<file path="config.mk">
export PLATFORM = sky130hd
export DESIGN_NAME = mem_arbiter
export DESIGN_NICKNAME = d
export VERILOG_FILES = /design/src/design/mem_bus_pkg.sv /design/src/design/mem_arbiter.sv
export SDC_FILE = /design/constraint.sdc
export NUM_CORES = 1
export LEC_CHECK = 0
export ABC_CLOCK_PERIOD_IN_PS = 2200
export BUFFER_PORTS_ARGS = -buffer_cell sky130_fd_sc_hd__buf_4
export CORE_AREA = 2 2 58 60
export CTS_CLUSTER_SIZE = 10
export DETAILED_ROUTE_END_ITERATION = 16
export DIE_AREA = 0 0 60 62
export GPL_TIMING_DRIVEN = 1
export PLACE_DENSITY = 0.87
export SLEW_MARGIN = 20
export SYNTH_ARGS = -nofsm -noshare
export SYNTH_HDL_FRONTEND = slang
export SYNTH_SLANG_ARGS = --single-unit
export TNS_END_PERCENT = 10
</file>
<file path="constraint.sdc">
create_clock -name clk -period 2.2 [get_ports clk]
set_input_delay 0.66 -clock clk [delete_from_list [all_inputs] [get_ports clk]]
set_output_delay 0.66 -clock clk [all_outputs]
set_load 0.01 [all_outputs]
</file>
<file path="src/design/mem_bus_pkg.sv">
// ==============================
// Word-wide memory bus shared by both caches
// Addresses count 16-bit words, no byte lanes
// ==============================
package mem_bus_pkg;

    // Word address covers byte address bits 19 down to 1
    localparam int addr_w = 19;
    localparam int data_w = 16;

    typedef logic [addr_w-1:0] word_addr_t;
    typedef logic [data_w-1:0] word_t;

    // Holder of the single memory port
    typedef enum logic [1:0] {
        owner_none,
        owner_icache,
        owner_dcache
    } owner_e;

endpackage

</file>
<file path="src/design/mem_arbiter.sv">
`timescale 1ns/1ps
// ==============================
// Two-way arbiter for the memory port
// Grant holds until the owner drops its access
// ==============================
module mem_arbiter (
    input  logic                    clk,
    input  logic                    reset,
    input  mem_bus_pkg::word_addr_t i_addr,
    input  logic                    i_access,
    output mem_bus_pkg::word_t      i_rdata,
    output logic                    i_ack,
    input  mem_bus_pkg::word_addr_t d_addr,
    input  logic                    d_access,
    input  logic                    d_wr,
    input  mem_bus_pkg::word_t      d_wdata,
    output mem_bus_pkg::word_t      d_rdata,
    output logic                    d_ack,
    output mem_bus_pkg::word_addr_t mem_addr,
    output logic                    mem_access,
    output logic                    mem_wr,
    output mem_bus_pkg::word_t      mem_wdata,
    input  mem_bus_pkg::word_t      mem_rdata,
    input  logic                    mem_ack
);

    mem_bus_pkg::owner_e owner;
    logic i_own;
    logic d_own;
    // Set when the data cache held the port last
    logic last_dcache;

    assign i_own = (owner == mem_bus_pkg::owner_icache);
    assign d_own = (owner == mem_bus_pkg::owner_dcache);

    // Memory sees nothing until the grant lands
    assign mem_access = (i_own && i_access) || (d_own && d_access);
    assign mem_addr = d_own ? d_addr : i_addr;
    assign mem_wr = d_own && d_wr;
    assign mem_wdata = d_wdata;

    assign i_ack = i_own && mem_ack;
    assign d_ack = d_own && mem_ack;
    assign i_rdata = i_own ? mem_rdata : '0;
    assign d_rdata = d_own ? mem_rdata : '0;

    always_ff @(posedge clk or posedge reset) begin
        if (reset) begin
            owner <= mem_bus_pkg::owner_none;
            last_dcache <= 1'b0;
        end else begin
            case (owner)
                // On a tie the side that waited last time wins
                mem_bus_pkg::owner_none: begin
                    if (i_access && (!d_access || last_dcache)) begin
                        owner <= mem_bus_pkg::owner_icache;
                        last_dcache <= 1'b0;
                    end else if (d_access) begin
                        owner <= mem_bus_pkg::owner_dcache;
                        last_dcache <= 1'b1;
                    end
                end
                mem_bus_pkg::owner_icache: if (!i_access) owner <= mem_bus_pkg::owner_none;
                mem_bus_pkg::owner_dcache: if (!d_access) owner <= mem_bus_pkg::owner_none;
                default: owner <= mem_bus_pkg::owner_none;
            endcase
        end
    end

endmodule

</file>
### Yosys cells after proc, flatten, opt, wreduce, memory -nomap -nowiden

Cells that the tools add are included.

* register bits after elaboration: 3
* input bits: 76
* output and inout port bits: 71
* logic and storage cells: 30

* equal/unequal tests: 5
* muxes and demuxes: 10
* reduce and logical (&&, ||, !) cells: 13

Operators by type and width (number)
* $mux 16: 2
* $mux 19: 1
* $mux 2: 4
* $logic_and 1x1->1: 6
* $pmux 2 s3: 1
* $ne 2x2->1 const B: 2
* $ne 3x3->1 const B: 1
* $reduce_and 3->1: 1
* $eq 2x1->1 const B: 1
* $eq 2x2->1 const B: 1
* $logic_not 2->1: 1
* $logic_or 1x1->1: 2
* $mux 1: 2
* $reduce_and 2->1: 1
* $reduce_bool 2->1: 1
* $logic_not 1->1: 1

### Depth between registers and ports, before layout

Gate-level depths: netlist of the first run.

* word-level depth: 5
* mapped depth: 4
* gate-level depth less buffers: 2

### Least setup slack after synthesis of the first run

Ideal clock, no wire load.

* kind: register to output
* start: register owner[1]
* end: output port mem_addr[10]
* data arrival time: 1137 ps
* required time: 1540 ps
* slack: 403 ps
* cell stages (with the launch flop): 5
* path buffers: 2
* path through: dfrtp_1 -> nand2b_1 -> buf_4 -> buf_6 -> mux2_2

* cells in the longest elaborated chain, start to end: 2

RTL lines
* start: declaration: line mem_arbiter.sv:27 `mem_bus_pkg::owner_e owner;`
* start signal: assignment: line mem_arbiter.sv:49 `owner <= mem_bus_pkg::owner_none;`
* start signal: assignment: line mem_arbiter.sv:56 `owner <= mem_bus_pkg::owner_icache;`
* start signal: assignment: line mem_arbiter.sv:59 `owner <= mem_bus_pkg::owner_dcache;`
* $eq 2x2->1: line mem_arbiter.sv:34 `assign d_own = (owner == mem_bus_pkg::owner_dcache);`
* $mux 19: line mem_arbiter.sv:38 `assign mem_addr = d_own ? d_addr : i_addr;`
* end: declaration: line mem_arbiter.sv:19 `output mem_bus_pkg::word_addr_t mem_addr,`

Every way passes these cells.

### Final worst setup path of the first run

* start: register owner[0]
* end: output port mem_addr[13]

The elaborated chain is that of the path after synthesis.

==> results of run 1 <==
[Yosys cell counts]
master	number	share of area, %
o21a_1	1	0.98
buf_6	1	1.5
nor2_1	1	0.49
nand2b_1	2	1.6
and2_1	17	14
buf_4	17	17
a21oi_1	1	0.65
clkbuf_1	2	0.98
and2b_2	1	1.1
and2_2	18	18
a22o_2	1	1.3
dfrtp_1	3	9.8
or3b_2	1	1.1
a22o_1	1	1.1
nor2b_1	3	2.5
inv_1	1	0.49
mux2_2	19	28
[layout make-up]
| class | instances | area, um2 |
|---|---|---|
| Fill cell | 327 | 1567 |
| Multi-Input combinational cell | 66 | 551.8 |
| Sequential cell | 3 | 75.07 |
| Clock buffer | 4 | 26.28 |
| Inverter | 1 | 3.754 |
| Timing Repair Buffer | 118 | 898.4 |
| Tap cell | 46 | 57.56 |
[layout by cell type (no fill, tap or decap), drive strengths merged, types with 2 or more instances in the layout]
cell type,n
nor2b,3
dfrtp,3
nand2b,2
mux2,19
a22o,2
clkbuf,4
buf,118
and2,35
[sequential cells by signal, summed over array words and instances (netlist names)]
| name | flops |
|---|---|
| last_dcache | 1 |
| owner | 2 |
[cells by family (layout without fill, tap and decap cells)]
logic type | count (synthesis) | count (layout) | share of synthesized area (%)
multiplexers | 19 | 19 | 27.99
flip-flops | 3 | 3 | 9.820
buffers and inverters | 21 | 123 | 19.64
AO/OA/AOI/OAI | 4 | 4 | 4.092
AND/OR/NAND/NOR | 43 | 43 | 38.46
[power by group through the flow]
stage               clock [mW]  sequential [mW]  combinational [mW]
floorplan                    0           0.0866               0.320
detailed placement           0           0.0861               0.606
CTS                     0.0991           0.0862               0.608
finish                  0.0963           0.0857               0.609
global placement             0           0.0843               0.602
global route             0.109           0.0878               0.663
[worst register-to-register path: stages (launching register included)]
cell,delay (ns)
dfrtp_1,0.36
buf_4,0.16
or3b_2,0.46
a22o_1,0.23
[metal layers]
| layer | routed length, um | vias to the layer above | share of wire [%] |
|---|---|---|---|
| met5 | 0 | - | 0 |
| met4 | 0 | 0 | 0 |
| met3 | 326 | 0 | 13 |
| met2 | 1362 | 57 | 52 |
| met1 | 907 | 425 | 35 |
| li1 | - | 479 | - |
[final timing paths]
| check | startpoint | endpoint | slack, ns |
|---|---|---|---|
| max | owner[0]$_DFFE_PP0P_ | mem_addr[13] | 0.07 |
| min | reset | last_dcache$_DFFE_PP0P_ | 0.30 |
| max reg2reg | owner[1]$_DFFE_PP0P_ | last_dcache$_DFFE_PP0P_ | 0.87 |
| min reg2reg | last_dcache$_DFFE_PP0P_ | owner[1]$_DFFE_PP0P_ | 0.51 |
| max in group asynchronous | reset | owner[0]$_DFFE_PP0P_ | 1.77 |
| min in group clk | last_dcache$_DFFE_PP0P_ | owner[1]$_DFFE_PP0P_ | 0.51 |
[repair_timing]
action,4_1_cts,5_1_grt
setup endpoints to repair,18,52
buffers inserted,0,0
gates resized for setup,1,2
==> key figures, run 1 <==
Setup path
  • Setup crit end kind: output port
  • Slowest stage cell on the critical path: dfrtp_1
  • Crit path buffers/inverters: 3
  • Crit path top cell by count: buf_4
  • Crit. path cell count: 5
  • CP max FO: 19
  • Slowest stage delay, CP: 0.34 ns
  • Critical path cell sequence: buf_4 > nand2b_4 > buf_12 > mux2_2 > buf_4
  • CP top delay family: buffers and inverters
  • Setup crit start kind: register
  • Arrival @ worst endpoint: between 1 and 1.5 ns
  • CP required: 1.54 ns
  • Critical path type: register to output port
  • Cell count of the worst reg-to-reg path: 3

Timing
  • Tmin final: 2.134 ns
  • Hold slack: 0.2962 ns
  • Worst Tran Pin Value: 0.5381 ns
  • Hold Fails Final Rpt: 0
  • Layout Skew: roughly 0.0010 ns
  • Final Max Slew Viols: 0
  • Max Clock Freq: 468.5 MHz
  • Setup TNS: 0 ns
  • Final worst path period share: between 90% and 100%
  • RSZ-0062 raised after global routing: yes
  • Setup violators final: 0
  • Max-slew headroom: 63.96%
  • Setup ws final: 0.06562 ns

Logic synthesis
  • Synthesized flop and latch total: 3
  • Seq/Total Area, Yosys: 9.820%
  • Post-Syn Area per Cell: between 8 and 9 um2
  • Mapped Cells: 90
  • Post-Synthesis Cell Area: ~760 um2
  • Ys Warns: 0
  • Synth cell types: 17
  • Syn nets: 166

Clock tree
  • CTS tree: done
  • Num CTS Buffers: 3
  • Max Buffers Root-to-Sink: 2
  • CTS Sinks: 3
  • CTS Hold Bufs: 0
  • H-tree Lvls: 1
  • Root buffer cell: clkbuf_4
  • Clk pin slew, worst setup/hold paths: ~0.040 ns
  • Worst-Skew Late Latency: 0.23 ns

Power
  • Clock power frac: 12.2%
  • Lkg Pwr: 0.8803 nW
  • Switching Fraction: 34.87%
  • Worst-case vdd ir drop: approximately 0.00027 V
  • Sw power: 0.2756 mW
  • Sequential share of power: 10.8%
  • Comb pwr share: between 70% and 80%
  • Internal: 0.5149 mW
  • Pwr dens: 490.2 nW/um2
  • Tot Pwr: 0.7905 mW

Cells and area
  • Final Instance Area: 1613 um2
  • Area Overhead vs Synth: 111.0%
  • Fin nets: 269
  • ANT cells: 0
  • Fin cells: between 200 and 250
  • Proportion of layout cells with a drive suffix above 1: 85.42%
  • Post-layout util: around half

Route
  • DR vias/cell: 4.038
  • Wire per inst: 10.90 um
  • Vias: 961
  • Residual DRC: 0
  • Router iterations before antenna repair: 2
  • Number of routed nets with antenna violations: 0
  • Violation count after the first detailed-route iteration: 24
  • Final wirelength: 2.595 mm

GRT
  • Gr ovfl total: 0
  • Total track usage: between 10% and 20%
  • First-pass GRT wire length: 3.111 mm
  • Gr busiest metal: met2
  • Met3 GRT Util: 2.692%
  • Initial antenna violation count: 0
  • Largest net degree at the start of global routing: 20
  • Vias in the first global route: 737
  • Met1 Use GR: 12.02%
  • GR met2 Demand/Resource: 20.03%

Place
  • Post-DP Area: 1574 um2
  • Placed Cells: between 200 and 250
  • Buffers on Ports: 114
  • Detailed Place HPWL: between 2 and 2.5 mm
  • GP Congestion: 0.7136
  • Worst slack, placed: 0.03146 ns

Floorplan
  • IO Count: around 150
  • Die width: 60 um
  • Rows: 21
  • Initial core utilization: 24.05%
  • Chip Height: 62 um
  • Core Region: 3179 um2
  • Area of the die: 3720 um2

Flow run
  • Max-cap violations: 0

Run status
  • Status: completed

Min path
  • Worst Hold Class: input port to asynchronous set/reset pin
Note: power is estimated with default switching activity, not from simulation.
==> inputs of run 2 (changes only) <==
Settings changed: RECOVER_POWER from default to 100.
==> run 2 against run 1 <==
  * Routed wire length did not move
  * Worst setup slack got worse by 0.0010 ns
  * First-iteration DRC count fell by 4.2%
  * Clock power barely moved
  * Power fell by 0.89%
  * Combinational power fell by 1%
  * Non-clock buffer count did not move
  * Flip-flop and latch count did not move
  * Utilization fell by 0.28 points
  * Final cell count did not move
  * Via count fell by 0.10%
  * Largest power group unchanged
==> key figures, run 2 (same netlist as run 1, synthesis figures left out) <==
Run status
  • Status: completed (unchanged)

Route
  • Violation count after the first detailed-route iteration: 23 (was 24)
  • DR vias/cell: 4.034 (was 4.038)
  • Wire per inst: 10.90 um (unchanged)
  • Residual DRC: 0 (unchanged)
  • Router iterations before antenna repair: 2 (unchanged)
  • Number of routed nets with antenna violations: 0 (unchanged)
  • Vias: 960 (was 961)
  • Final wirelength: 2.595 mm (unchanged)

Timing
  • Worst Tran Pin Value: 0.5446 ns (was 0.5381 ns)
  • Final Max Slew Viols: 0 (unchanged)
  • Setup TNS: 0 ns (unchanged)
  • Max Clock Freq: 468.3 MHz (was 468.5 MHz)
  • Tmin final: 2.135 ns (was 2.134 ns)
  • Hold slack: 0.2966 ns (was 0.2962 ns)
  • RSZ-0062 raised after global routing: yes (unchanged)
  • Max-slew headroom: 63.53% (was 63.96%)
  • Setup violators final: 0 (unchanged)
  • Final worst path period share: 97.06% (was 97.02%)
  • Layout Skew: 0.001008 ns (unchanged)
  • Hold Fails Final Rpt: 0 (unchanged)

Setup path
  • CP top delay family: buffers and inverters (unchanged)
  • Setup crit start kind: register (unchanged)
  • CP max FO: 19 (unchanged)
  • Slowest stage delay, CP: 0.34 ns (about the same)
  • Critical path type: register to output port (unchanged)
  • Crit path top cell by count: buf_4 (unchanged)
  • Slowest stage cell on the critical path: dfrtp_1 (unchanged)
  • Arrival @ worst endpoint: 1.48 ns (was 1.47 ns)
  • CP required: 1.54 ns (about the same)
  • Critical path cell sequence: buf_4 > nand2b_4 > buf_12 > mux2_2 > buf_4 (unchanged)
  • Crit path buffers/inverters: 3 (unchanged)
  • Setup crit end kind: output port (unchanged)

Cells and area
  • Top reg by flops: owner (unchanged)
  • Post-layout util: 50.45% (was 50.73%)
  • FILL cells: 331 (was 327)
  • Fin cells: 238 (unchanged)
  • Largest register FFs: 2 (unchanged)
  • Proportion of layout cells with a drive suffix above 1: 84.90% (was 85.42%)
  • Top flop regs: owner: 2 flops, last_dcache: 1 flops (unchanged)
  • ANT cells: 0 (unchanged)
  • Final Instance Area: 1604 um2 (was 1613 um2)
  • Most common cell after layout, fill and taps aside: buf_4 (unchanged)
  • Fin nets: 269 (unchanged)
  • Area Overhead vs Synth: 109.8% (was 111.0%)
  • Most frequent cells in the layout: 110 x buf_4, 19 x mux2_2, 18 x and2_2 (was 117 x buf_4, 19 x mux2_2, 18 x and2_2)

Clock tree
  • Max Buffers Root-to-Sink: 2 (unchanged)
  • CTS tree: done (unchanged)
  • CTS Sinks: 3 (unchanged)
  • Worst-Skew Late Latency: 0.23 ns (about the same)
  • CTS Hold Bufs: 0 (unchanged)
  • Num CTS Buffers: 3 (unchanged)
  • Root buffer cell: clkbuf_4 (unchanged)
  • Clk pin slew, worst setup/hold paths: 0.04 ns (about the same)
  • H-tree Lvls: 1 (unchanged)

Floorplan
  • Area of the die: 3720 um2 (unchanged)
  • Rows: 21 (unchanged)
  • Initial core utilization: 24.05% (unchanged)
  • IO Count: 147 (unchanged)
  • Chip Height: 62 um (unchanged)
  • Core Region: 3179 um2 (unchanged)
  • Die width: 60 um (unchanged)

Power
  • Worst-case vdd ir drop: 0.0002533 V (was 0.0002666 V)
  • Lkg Pwr: 0.8730 nW (was 0.8803 nW)
  • Pwr dens: 488.5 nW/um2 (was 490.2 nW/um2)

GRT
  • Gr ovfl total: 0 (unchanged)
  • Total track usage: 10.82% (unchanged)
  • First-pass GRT wire length: 3.111 mm (unchanged)
  • Vias in the first global route: 737 (unchanged)
  • Initial antenna violation count: 0 (unchanged)
  • Largest net degree at the start of global routing: 20 (unchanged)

Min path
  • Worst Hold Class: input port to asynchronous set/reset pin (unchanged)

Place
  • Post-DP Area: 1574 um2 (unchanged)
  • Buffers on Ports: 114 (unchanged)
  • Detailed Place HPWL: 2.193 mm (unchanged)
  • GP Congestion: 0.7136 (unchanged)
  • Placed Cells: 234 (unchanged)

Flow run
  • Max-cap violations: 0 (unchanged)
-- run 2: cell count changes in the layout (fill, tap and decap cells not counted), sizes merged --
cell and delta:
buf -7, clkbuf +7
-- run 2: metrics by stage --
stage               worst slack, ns  power, mW
floorplan                    0.4027     0.4067
global placement            0.07423     0.6860
detailed placement          0.03146     0.6918
CTS                        0.005285     0.7938
global route               -0.03487     0.8522
finish                      0.06462     0.7835
-- run 2: layer usage --
| metal | vias up | track usage [%] | part of all wire, % |
|---|---|---|---|
| li1 | 479 | - | - |
| met1 | 424 | 12.02 | 35 |
| met2 | 57 | 20.03 | 53 |
| met3 | 0 | 2.692 | 12 |
| met4 | 0 | 3.810 | 0 |
| met5 | - | 0 | 0 |
-- run 2: final cells by class --
cell class | instances | area (um2) | share of cell area (%)
Sequential cell | 3 | 75.07 | 4.680
Clock buffer | 4 | 26.28 | 1.638
Timing Repair Buffer | 118 | 889.6 | 55.46
Tap cell | 46 | 57.56 | 3.588
Inverter | 1 | 3.754 | 0.2340
Multi-Input combinational cell | 66 | 551.8 | 34.40
-- run 2: final timing paths --
kind	startpoint	to	slack, ns	depth (start not counted)
setup / recovery	owner[0]$_DFFE_PP0P_	mem_addr[13]	0.06	5
hold / removal	reset	last_dcache$_DFFE_PP0P_	0.30	2
setup reg to reg	owner[1]$_DFFE_PP0P_	last_dcache$_DFFE_PP0P_	0.87	3
hold reg to reg	last_dcache$_DFFE_PP0P_	owner[1]$_DFFE_PP0P_	0.51	1
max in group asynchronous	reset	owner[0]$_DFFE_PP0P_	1.77	2
min in group clk	last_dcache$_DFFE_PP0P_	owner[1]$_DFFE_PP0P_	0.51	1
-- run 2: report_power, final --
group,switching [mW],leakage [nW],internal [mW]
clock network,0.0284,0.0150,0.0680
logic,0.233,0.821,0.368
registers,0.0139,0.0375,0.0718
total,0.276,0.873,0.508
-- run 2: worst register-to-register path: stages, from the launching register on --
cell     delay, ns
dfrtp_1       0.36
buf_4         0.16
or3b_2        0.46
a22o_1        0.23
-- run 2: repair_timing --
| item | CTS | global route |
|---|---|---|
| endpoints found under the setup margin | 18 | 52 |
| resized for setup | 1 | 2 |
| gates cloned | 0 | 0 |
| endpoints found under the hold margin | 0 | 0 |
| setup buffers | 0 | 0 |
